File: src/source/siHistPkg.sv
`default_nettype none

package siHistPkg;

    // bits per time-bin index, 64 bins by default
    localparam int binWidth = 6;

    // bits per pixel index, 4 pixels share one counting memory
    localparam int pixelWidth = 2;

    // bits per bin count
    // counts stop at all ones
    localparam int countWidth = 8;

    // time-bin index
    typedef logic [binWidth-1:0] binT;

    // pixel index
    typedef logic [pixelWidth-1:0] pixelT;

    // histogram count of one bin
    typedef logic [countWidth-1:0] countT;

    // acquisition controller states
    typedef enum logic [1:0] {
        stateIdle,
        stateAcquire,
        stateScan,
        stateDrain
    } ctrlStateT;

endpackage

`default_nettype wire

File: src/source/acquisitionControl.sv
`default_nettype none

module acquisitionControl
    import siHistPkg::*;
#(
    parameter int binWidth   = siHistPkg::binWidth,
    parameter int pixelWidth = siHistPkg::pixelWidth
) (
    input  wire   clk,
    input  wire   reset,
    input  wire   acqStart,
    input  wire   acqStop,
    output logic  busy,
    output logic  acquiring,
    output logic  scanValid,
    output pixelT scanPixel,
    output binT   scanBin,
    output logic  scanFirst,
    output logic  scanLast
);

    // one combined counter walks every bin of every pixel
    localparam int addrWidth = pixelWidth + binWidth;
    localparam logic [addrWidth-1:0] lastAddr = '1;
    localparam logic [binWidth-1:0] firstBin = '0;
    localparam logic [binWidth-1:0] lastBin = '1;

    // cycles for the memory and peak stages to empty after the scan
    localparam int drainCycles = 2;
    localparam logic [1:0] drainLast = 2'(drainCycles - 1);

    ctrlStateT state;
    ctrlStateT stateNext;

    logic [addrWidth-1:0] scanCount;
    logic [1:0]           drainCount;

    always_comb begin
        stateNext = state;
        case (state)
            stateIdle: begin
                // start only from idle
                if (acqStart) begin
                    stateNext = stateAcquire;
                end
            end
            stateAcquire: begin
                if (acqStop) begin
                    stateNext = stateScan;
                end
            end
            stateScan: begin
                // final bin of the final pixel
                if (scanCount == lastAddr) begin
                    stateNext = stateDrain;
                end
            end
            stateDrain: begin
                if (drainCount == drainLast) begin
                    stateNext = stateIdle;
                end
            end
            default: begin
                stateNext = stateIdle;
            end
        endcase
    end

    always_ff @(posedge clk or negedge reset) begin
        if (!reset) begin
            state      <= stateIdle;
            scanCount  <= '0;
            drainCount <= '0;
        end else begin
            state <= stateNext;

            // counter wraps back to zero at the end of the scan
            if (state == stateScan) begin
                scanCount <= scanCount + 1'b1;
            end else begin
                scanCount <= '0;
            end

            if (state == stateDrain) begin
                drainCount <= drainCount + 1'b1;
            end else begin
                drainCount <= '0;
            end
        end
    end

    // busy covers acquisition, scan and drain
    assign busy      = (state != stateIdle);
    // gates the increment port of the memory
    assign acquiring = (state == stateAcquire);
    assign scanValid = (state == stateScan);

    // pixel in the upper field, bin in the lower
    assign scanPixel = scanCount[addrWidth-1:binWidth];
    assign scanBin   = scanCount[binWidth-1:0];

    // pixel boundaries, decoded from the bin field
    assign scanFirst = scanValid && (scanBin == firstBin);
    assign scanLast  = scanValid && (scanBin == lastBin);

endmodule

`default_nettype wire

File: config.mk
export PLATFORM = sky130hd
export DESIGN_NAME = acquisitionControl
export DESIGN_NICKNAME = d
export VERILOG_FILES = /design/src/source/siHistPkg.sv /design/src/source/acquisitionControl.sv
export SDC_FILE = /design/constraint.sdc
export NUM_CORES = 1
export LEC_CHECK = 0
export ABC_AREA = 0
export BUFFER_PORTS_ARGS = -buffer_cell sky130_fd_sc_hd__buf_4
export CAP_MARGIN = 5
export CORE_AREA = 5 5 42 44
export CTS_BUF_LIST = sky130_fd_sc_hd__clkbuf_8 sky130_fd_sc_hd__clkbuf_16
export CTS_CLUSTER_DIAMETER = 50
export DETAILED_ROUTE_END_ITERATION = 10
export DIE_AREA = 0 0 47 49
export GPL_ROUTABILITY_DRIVEN = 0
export PLACE_DENSITY_LB_ADDON = 0.12
export SLEW_MARGIN = 20
export SYNTH_ARGS = -nofsm -noshare
export SYNTH_HDL_FRONTEND = slang
export SYNTH_SLANG_ARGS = --single-unit
File: constraint.sdc
create_clock -name clk -period 4.3 [get_ports clk]
set_input_delay 0.86 -clock clk [delete_from_list [all_inputs] [get_ports clk]]
set_output_delay 0.86 -clock clk [all_outputs]
set_load 0.1 [all_outputs]
# Word-level counts from Yosys, hierarchy flattened
# Cells that the tools add are included.
# W data, S select, Z words.
# totals
regBits	12
word_cells	28
# op_classes
add_sub_neg	2
eq_ne	10
muxes	7
n_reduce_logical	6
# ops
op	n
$mux W2	5
$add A8 B1 Y8 const B	1
$eq A8 B8 Y1 const B	1
$mux W8	1
$pmux W2 S4	1
$eq A6 B6 Y1 const B	1
$logic_not A6 Y1	1
$ne A2 B2 Y1 const B	3
$eq A2 B1 Y1 const B	2
$eq A2 B2 Y1 const B	2
$reduce_and A4 Y1	1
$add A2 B1 Y2 const B	1
$logic_and A1 B1 Y1	2
$logic_not A2 Y1	1
$ne A2 B1 Y1 const B	1
$reduce_bool A2 Y1	1

# Longest topological paths before layout
# logic_depth
word_depth	3
mapped_depth	6
depth_no_buf	6

# Least setup slack after synthesis
# Ideal clock, no wire load.
# synth_path
kind	register -> output
from	register state[0]
to	output port scanFirst
t_arrival_ps	3555
path_slack_ps	-115
path_stages_with_launch	5
path_cell_list	dfrtp_1 -> inv_1 -> ha_1 -> nand4bb_1 -> nor3_1
# synth_between
elab_chain_len	2
# synth_rtl
item	line_no	text
start, declared	acquisitionControl.sv:32	ctrlStateT state;
start signal, assigned	acquisitionControl.sv:71	state <= stateIdle;
start signal, assigned	acquisitionControl.sv:75	state <= stateNext;
$eq A2 B2 Y1	acquisitionControl.sv:96	assign scanValid = (state == stateScan);
net scanValid	acquisitionControl.sv:15	output logic scanValid,
$logic_and A1 B1 Y1	acquisitionControl.sv:103	assign scanFirst = scanValid && (scanBin == firstBin);
end, declared	acquisitionControl.sv:18	output logic scanFirst,
# The timed path passes the listed nets, and every way through them passes these cells.

# Worst setup path in the final report
# layout_path
from	register state[0]
to	output port scanFirst
# layout_between
elab_chain_len	2
# layout_rtl
item	line_no
$eq A2 B2 Y1	acquisitionControl.sv:96
$logic_and A1 B1 Y1	acquisitionControl.sv:103
# No other way between the ends.

==> impl_metrics.json <==
{
  "status": "complete, no violations",
  "drt_iter0_markers": 12,
  "yosysTopAreaCell": "dfrtp_1",
  "first_global_vias": 500,
  "setup-violations-final": 0,
  "rsz0062_at_grt": "false",
  "synthToLayoutAreaGrowth_pct": 27.4,
  "tns_ns": 0,
  "cts_hold_buf": 0,
  "drc": 0,
  "fin_area_um2": 848,
  "synthCells": 65,
  "syn_area_um2": 666,
  "cts_setup_buffers": 0,
  "synth_area_leaders": "dfrtp_1 (45%), ha_1 (15%), and2_1 (6.6%)",
  "post_drt_wl_per_cell_um": 12.2,
  "syn-num-nets": 77,
  "r2r_slack_ns": 2.65,
  "detail-route-antenna-nets": 0,
  "dp_hpwl_um": 923,
  "yosysWarnings": 0,
  "hold_class": "in -> async",
  "worstPathArrival_ns": 1.74,
  "seq_area_frac_synth_pct": 45.1,
  "gr-usage-all-layers_pct": 12.9,
  "synth_top_cell_area_share_pct": 45.1,
  "antenna_found_initial": 0,
  "cts_buffers": 3,
  "end_kind": "primary output",
  "skew_ns": 0.00259,
  "cts_resized": 0,
  "fmax_ghz": 0.385,
  "cts_tree": "yes",
  "cts_root_buffer": "clkbuf_8",
  "die_h_um": 49,
  "ios": 17,
  "avgSynthCellArea_um2": 10.2,
  "post-route-period-util_pct": 60.4,
  "grt_overflow": 0,
  "synth_cell_types": 21,
  "drt-pass1-iter-count": 4,
  "fp-row-count": 14,
  "postPlaceCellArea_um2": 807,
  "worst_slack_ns": 1.70,
  "routed_via_density": 5.09,
  "die_w_um": 47,
  "diodes": 0,
  "cp_max_fo": 13,
  "worst_pin_slew_ns": 0.398,
  "grt_max_degree": 14,
  "dieArea_um2": 2300,
  "portBuffers": 16,
  "relSlewSlack_pct": 73.5,
  "placedCellCount": 96,
  "drive_gt1_share_pct": 25.3,
  "mostFrequentLayoutCells": "buf_4 (16), dfrtp_1 (12), inv_1 (9)",
  "grt_pass1_wl_um": 2070,
  "clk_latency_ns": 0.24,
  "fill_cells": 127,
  "final_common_cell": "buf_4",
  "nNetsFinal": 97,
  "pre_cts_slack_ns": 1.95,
  "num_vias": 504,
  "slew_violations": 0,
  "initial_utilization_pct": 47.5,
  "required_ns": 3.44,
  "finalHoldViolations": 0,
  "final_cells": 99,
  "cts_num_sinks": 12,
  "crit_type": "reg -> out",
  "maxCapViolations": 0,
  "cts_buffer_depth": 2,
  "core_um2": 1400,
  "critPathLaunchType": "flop",
  "cts.htree.levels": 1,
  "clk_pin_slew_ns": 0.05,
  "period_needed_ns": 2.60,
  "routed_wl_um": 1210,
  "synth_seq_cells": 12
}
==> cell type report <==
| type | count | area [µm²] | area share [%] |
|---|---|---|---|
| well taps | 16 | 20.0 | 2.36 |
| multi-input cells | 43 | 333 | 39.2 |
| clock buffers | 3 | 41.3 | 4.87 |
| inverters | 9 | 33.8 | 3.98 |
| repair buffers | 16 | 120 | 14.2 |
| flip-flops and latches | 12 | 300 | 35.4 |
==> registers in the layout, indices dropped and copies added, names as in the netlist <==
register    count
state           2
scanCount       8
drainCount      2
==> per-layer routing <==
metal  GRT usage [%]  vias up  part of all wire (%)
met5               0        -                     0
li1                -      246                     -
met2            17.6       13                    45
met4            9.68        0                   3.5
met3            3.32        5                   6.4
met1            16.6      240                    45
==> final timing paths <==
path | start | to | cells after the start
worst max-delay path | state[0]$_DFFE_PN0P_ | scanFirst | 5
worst min-delay path | reset | drainCount[0]$_DFF_PN0_ | 1
worst max register to register | state[1]$_DFFE_PN0P_ | state[1]$_DFFE_PN0P_ | 5
worst min register to register | drainCount[0]$_DFF_PN0_ | drainCount[0]$_DFF_PN0_ | 1
max in group asynchronous | reset | scanCount[6]$_DFF_PN0_ | 1
min in group clk | drainCount[0]$_DFF_PN0_ | drainCount[0]$_DFF_PN0_ | 1
==> Yosys cell counts <==
cell        n
a222oi_1    1
ha_1        8
xnor2_1     2
nor3_1      2
mux2_4      1
and2_1      7
dfrtp_1    12
o21ai_0     1
o21ai_1     1
clkbuf_1    1
nor2_1      2
nor2b_1     3
or3_1       1
a22oi_1     1
inv_1       9
a21boi_1    1
nand4_1     1
xor2_1      3
nand2_1     4
nand4bb_1   1
nand3_1     3
==> worst max-delay path, stage by stage (launching register included) <==
cell	delay, ns
dfrtp_1	0.39
inv_1	0.13
ha_1	0.37
nand4bb_1	0.16
nor3_2	0.13
buf_4	0.31
==> metrics by stage <==
stage	util, %	hold slack, ns
6_report	60.5	0.441
5_1_grt	60.5	0.448
3_3_place_gp	57.6	0.429
3_5_place_dp	57.6	0.440
2_1_floorplan	-	0.409
4_1_cts	60.5	0.447
==> cell families after synthesis <==
logic type	Yosys count	share of synthesized area, %
simple gates	24	20.1
flops	12	45.1
buf+inv	10	5.64
fa+ha+maj	8	15.0
compound gates	5	5.26
xor+xnor	5	6.58
mux	1	2.25
Power is not shown: default switching activity piles up to over one toggle a cycle in this logic, so the estimate is an artifact.
