<file path="src/source/siHistPkg.sv">
`default_nettype none

package siHistPkg;

    // bits per time-bin index, 64 bins by default
    localparam int binWidth = 6;

    // bits per pixel index, 4 pixels share one counting memory
    localparam int pixelWidth = 2;

    // bits per bin count
    // counts stop at all ones
    localparam int countWidth = 8;

    // time-bin index
    typedef logic [binWidth-1:0] binT;

    // pixel index
    typedef logic [pixelWidth-1:0] pixelT;

    // histogram count of one bin
    typedef logic [countWidth-1:0] countT;

    // acquisition controller states
    typedef enum logic [1:0] {
        stateIdle,
        stateAcquire,
        stateScan,
        stateDrain
    } ctrlStateT;

endpackage

`default_nettype wire

</file>
<file path="src/source/peakDetector.sv">
`default_nettype none

module peakDetector
    import siHistPkg::*;
#(
    parameter int binWidth   = siHistPkg::binWidth,
    parameter int pixelWidth = siHistPkg::pixelWidth,
    parameter int countWidth = siHistPkg::countWidth
) (
    input  wire   clk,
    input  wire   reset,
    input  wire   countValid,
    input  countT binCount,
    input  pixelT countPixel,
    input  binT   countBin,
    input  wire   countFirst,
    input  wire   countLast,
    output logic  peakDone,
    output pixelT peakPixel,
    output binT   peakBin,
    output countT peakCount
);

    localparam int addrWidth = pixelWidth + binWidth;

    // running maximum of the current pixel and its {pixel, bin}
    logic [countWidth-1:0] recentMax;
    logic [addrWidth-1:0]  maxAddr;

    logic [countWidth-1:0] nextMax;
    logic [addrWidth-1:0]  nextAddr;

    // first bin reloads, later bins only win when strictly larger
    // so a tie keeps the lower bin
    always_comb begin
        if (countFirst || (binCount > recentMax)) begin
            nextMax  = binCount;
            nextAddr = {countPixel, countBin};
        end else begin
            nextMax  = recentMax;
            nextAddr = maxAddr;
        end
    end

    always_ff @(posedge clk or negedge reset) begin
        if (!reset) begin
            recentMax <= '0;
            maxAddr   <= '0;
            peakDone  <= 1'b0;
            peakPixel <= '0;
            peakBin   <= '0;
            peakCount <= '0;
        end else begin
            peakDone <= 1'b0;
            if (countValid) begin
                recentMax <= nextMax;
                maxAddr   <= nextAddr;
                // last bin of the pixel, report including this bin
                if (countLast) begin
                    peakDone  <= 1'b1;
                    peakCount <= nextMax;
                    peakPixel <= nextAddr[addrWidth-1:binWidth];
                    peakBin   <= nextAddr[binWidth-1:0];
                end
            end
        end
    end

endmodule

`default_nettype wire

</file>
<file path="config.mk">
export PLATFORM = sky130hd
export DESIGN_NAME = peakDetector
export DESIGN_NICKNAME = d
export VERILOG_FILES = /design/src/source/siHistPkg.sv /design/src/source/peakDetector.sv
export SDC_FILE = /design/constraint.sdc
export NUM_CORES = 1
export LEC_CHECK = 0
export ABC_CLOCK_PERIOD_IN_PS = 3540
export BUFFER_PORTS_ARGS = -buffer_cell sky130_fd_sc_hd__buf_2
export CORE_ASPECT_RATIO = 0.5
export CORE_MARGIN = 8
export CORE_UTILIZATION = 59
export DETAILED_ROUTE_END_ITERATION = 10
export GPL_TIMING_DRIVEN = 0
export PLACE_DENSITY = 0.84
export SKIP_CTS_REPAIR_TIMING = 1
export SLEW_MARGIN = 10
export SYNTH_ARGS = -nofsm -noshare
export SYNTH_HDL_FRONTEND = slang
export SYNTH_SLANG_ARGS = --single-unit
</file>
<file path="constraint.sdc">
create_clock -name clk -period 3.54 [get_ports clk]
set_clock_uncertainty 0.1 [all_clocks]
set_input_delay 0.531 -clock clk [delete_from_list [all_inputs] [get_ports clk]]
set_output_delay 0.531 -clock clk [all_outputs]
set_load 0.03 [all_outputs]
</file>
Yosys cells after proc, flatten, opt, wreduce, memory -nomap -nowiden
Index checks and enable logic that the tools add are counted.
{ "totals": {"ff_bits": 33, "in_bits": 21, "out_inout_bits": 17, "elab_cells": 13} }
{ "op_classes": {"order_cmp": 1, "muxes": 4, "reduce_logical": 2} }
{ "ops": {"columns": ["op", "count"], "rows": [
  ["8-bit two-way mux", 2],
  ["8-bit greater-than comparator", 1],
  ["1-bit two-way mux", 2],
  ["2-bit AND reduction", 1],
  ["1-bit logical OR", 1]
]} }

Logic depth before layout (Yosys ltp)
{ "logic_depth": {"ltp_word": 3, "depth_mapped": 10, "depth_no_buf": 7} }

Least setup slack after synthesis
Ideal clock, no wire load.
{ "synth_path": {"kind": "input to register", "from": "input binCount[0]", "to": "register maxAddr[0]", "setup_ns": 0.125, "t_arrival_ns": 2.113, "required_time_ns": 3.315, "slack_ns": 1.202, "path_stages": 9, "n_path_buf": 2, "path_cell_list": "inv_1 -> ha_1 -> and3b_2 -> or3b_1 -> buf_6 -> nand3_2 -> a21oi_4 -> buf_12 -> mux2_4"} }
{ "synth_between": {"elab_chain_len": 3} }
{ "synth_lines": {"columns": ["element", "line_no", "text"], "rows": [
  ["from (decl)", "peakDetector.sv:13", "input countT binCount,"],
  ["8-bit greater-than comparator", "peakDetector.sv:36", "if (countFirst || (binCount > recentMax)) begin"],
  ["1-bit logical OR", "peakDetector.sv:36", null],
  ["8-bit two-way mux", "peakDetector.sv:36", null],
  ["to (signal assigned)", "peakDetector.sv:57", "maxAddr <= nextAddr;"],
  ["to (decl)", "peakDetector.sv:28", "logic [addrWidth-1:0] maxAddr;"]
]} }
No other way between the ends.
A chain may end at the register's enable or synchronous reset.

Worst setup path after layout
{ "layout_path": {"from": "register recentMax[7]", "to": "register recentMax[6]"} }
{ "layout_between": {"elab_chain_len": 3} }
{ "layout_lines": {"columns": ["element", "line_no", "text"], "rows": [
  ["from (decl)", "peakDetector.sv:27", "logic [countWidth-1:0] recentMax;"],
  ["from (signal assigned)", "peakDetector.sv:56", "recentMax <= nextMax;"],
  ["8-bit greater-than comparator", "peakDetector.sv:36", null],
  ["1-bit logical OR", "peakDetector.sv:36", null],
  ["8-bit two-way mux", "peakDetector.sv:36", null]
]} }
No other way between the ends.

==> results by group <==
Yosys
  • Post-synth cell types: 33
  • Most frequent cell after synthesis: dfrtp_1
  • Synth Area in XOR/XNOR: 0%
  • Post-synth EDFFs: 0
  • Synth area leader: dfrtp_1
  • Cell Area, Synth: 0.00195 sq mm
  • Largest family of logic cells by synthesized area: compound AO/OA/AOI/OAI gates
  • Most common library cells after synthesis: dfrtp_1, a31oi_1, nor2_1
  • Mux cell area share after synthesis: 11.2%
  • Synth Area in Compound Gates: 27.4%
  • Yosys top cell area share: 42.4%
  • Synth async-reset ratio: 100%
  • Seq/Total Area, Yosys: 42.4%
  • #FFs+latches synth: 33
  • Most used DFF post-synth: dfrtp_1
  • Syn_nets: 212
  • Adder-cell share of the synthesized area: 5.14%
  • Post-synthesis simple-gate area fraction: 6.81%
  • Avg Inst Size Synth: 10.6 sq um
  • Syn Inst Count: 183
  • Ranking of synthesized cells by area: dfrtp_1, a31oi_1, mux2_4
  • Synthesis warning total: 0

Pwr
  • Peak VDD IR: 0.346 mV
  • Clock share of power: 24.5%
  • Flop pwr share: 36.1%
  • Pwr Density: 670 mW/mm^2
  • P_sw: 0.574 mW
  • Switching share of total power: 37.3%
  • Cell-internal power: 0.966 mW
  • Comb pwr share: 39.5%
  • Leak pwr: 1.02 nW

Clocking
  • CTS tree: built
  • CTS H-tree depth: 2
  • Clk Latency, worst-skew pair: 0.29 ns
  • Max clock buf depth: 2
  • Worst-path clk slew: 0.07 ns
  • CTS Buf Count: 5
  • CTS root buffer: clkbuf_8
  • # clock sinks: 33

Timing
  • Worst rel slew slack: 50.7%
  • Final Critical Period: 2.50 ns
  • Post-route setup TNS: 0 ns
  • Final period util: 70.8%
  • Worst-margin pin slew: 0.739 ns
  • Hold Vio Cnt, Final: 0
  • Highest Clock Rate: 0.399 GHz
  • Max-slew violation count: 0
  • RSZ-0062 raised after global routing: no
  • Final setup violation count: 0

Flow run
  • Max-cap check violation count: 0

Critical path
  • CP Class: reg2reg
  • Crit. End Element: flop
  • CP Data Required Time: 3.62 ns
  • CP Launch Type: flop
  • Worst endpoint data arrival time: 2.58 ns
  • Worst-path fanout max: 10

Route
  • Drt pass-1 iters: 4
  • Final ANT Viol Nets: 0
  • Iteration-0 DRC Markers: 176
  • DRT Wirelength: 5100 um
  • Vias/cell: 6.22
  • Drt drc: 0
  • Total number of vias: 1667
  • Wire per inst: 19.0 um

GRT
  • Number of global-route vias before repair: 1746
  • Global route total overflow: 0
  • GRT Resource Usage Total: 18.9%
  • Initial antenna violation count: 0
  • Pin count of the biggest net entering global routing: 34
  • First-pass GRT wire length: 8470 um

Worst hold path
  • Hold Crit Class: in2async

Floorplan
  • Core box area: 0.00308 sq mm
  • Initial Util: 63.2%
  • Die area: 0.00551 sq mm
  • Ports: 38
  • Rows: 14
  • Die H: 56.6 um
  • DIE WIDTH: 97.3 um

Final layout
  • Layout net count: 256
  • Final core utilization: 74.6%
  • Layout cells sized above 1: 32.9%
  • Area added between synthesis and finish: 18.0%
  • Diodes inserted: 0

Placed design
  • I/O Buffers: 37
  • Gpl congestion: 0.842
  • Hpwl dp: 3700 um

Status
  • Status: completed
-- worst max-delay path, stage by stage, from the launching register on --
cell,delay [ns]
dfrtp_1,0.39
inv_1,0.08
ha_1,0.33
o21ai_0,0.16
o211ai_4,0.35
nand3_2,0.16
a21oi_4,0.31
buf_12,0.20
mux2_4,0.31
-- logic make-up after synthesis --
group / Yosys count
fa+ha+maj: 8
simple gates: 26
flops: 33
buf+inv: 24
mux: 16
compound gates: 76
-- path summary, 6_finish.rpt --
check	startpoint	to	slack, ns	cells past startpoint
hold / removal	reset	recentMax[2]$_DFFE_PN0P_	0.19	1
min in group clk	countBin[0]	maxAddr[0]$_DFFE_PN0P_	0.38	2
hold reg to reg	maxAddr[7]$_DFFE_PN0P_	maxAddr[7]$_DFFE_PN0P_	0.43	1
max in group asynchronous	reset	peakBin[2]$_DFFE_PN0P_	2.67	1
setup / recovery	recentMax[7]$_DFFE_PN0P_	recentMax[6]$_DFFE_PN0P_	1.04	8
setup reg to reg	recentMax[7]$_DFFE_PN0P_	recentMax[6]$_DFFE_PN0P_	1.04	8
-- flip-flops by register name (all words and copies together), names as in the netlist --
| name | flops |
|---|---|
| maxAddr | 8 |
| peakBin | 6 |
| peakCount | 8 |
| peakDone | 1 |
| peakPixel | 2 |
| recentMax | 8 |
-- cell usage in the layout, fill, tap and decap left out, types with 3 or more instances in the layout --
| cell | synthesis | layout |
|---|---|---|
| buf_2 | 2 | 39 |
| clkbuf_1 | 8 | 9 |
| ha_1 | 8 | 8 |
| inv_1 | 8 | 8 |
| a31oi_1 | 32 | 32 |
| a21boi_0 | 9 | 9 |
| dfrtp_1 | 33 | 33 |
| mux2_4 | 10 | 10 |
| nor2_1 | 16 | 16 |
| mux2_2 | 6 | 6 |
| buf_6 | 3 | 3 |
| clkbuf_8 | 0 | 6 |
| o211ai_1 | 14 | 14 |
| a21oi_1 | 10 | 10 |
-- metrics by stage --
step | hold slack (ns) | std cells | instance area [sq um] | setup slack [ns] | power [mW]
2_1_floorplan | 0.135 | 183 | 1950 | 1.20 | 0.999
5_1_grt | 0.268 | 268 | 2300 | 0.946 | 1.62
4_1_cts | 0.229 | 268 | 2300 | 1.06 | 1.54
3_3_place_gp | 0.405 | 260 | 2180 | 0.914 | 1.14
6_report | 0.195 | 268 | 2300 | 1.04 | 1.54
3_5_place_dp | 0.417 | 260 | 2180 | 0.860 | 1.17
-- layer usage --
| layer | global-route usage (%) | vias up | part of all wire (%) |
|---|---|---|---|
| met3 | 6.34 | 11 | 9.2 |
| met1 | 23.3 | 790 | 43 |
| met5 | 0 | - | 0 |
| met2 | 29.6 | 86 | 46 |
| li1 | - | 780 | - |
| met4 | 7.91 | 0 | 1.6 |
-- power by group through the flow --
stage | Sequential [mW] | Clock, mW | Combinational, mW
after floorplan | 0.644 | 0 | 0.355
after global placement | 0.553 | 0 | 0.589
after detailed placement | 0.562 | 0 | 0.603
after CTS | 0.555 | 0.379 | 0.606
after global routing | 0.568 | 0.392 | 0.658
final | 0.556 | 0.377 | 0.608
-- final cells by class --
type	count	area (sq um)
multi-input combinational	126	983
sequential	33	826
fill	220	783
timing repair buffer	37	185
buffer	16	109
clock buffer	7	86.3
tap	40	50.0
clock inverter	1	30.0
inverter	8	30.0
Note: power is estimated with default switching activity, not from simulation.
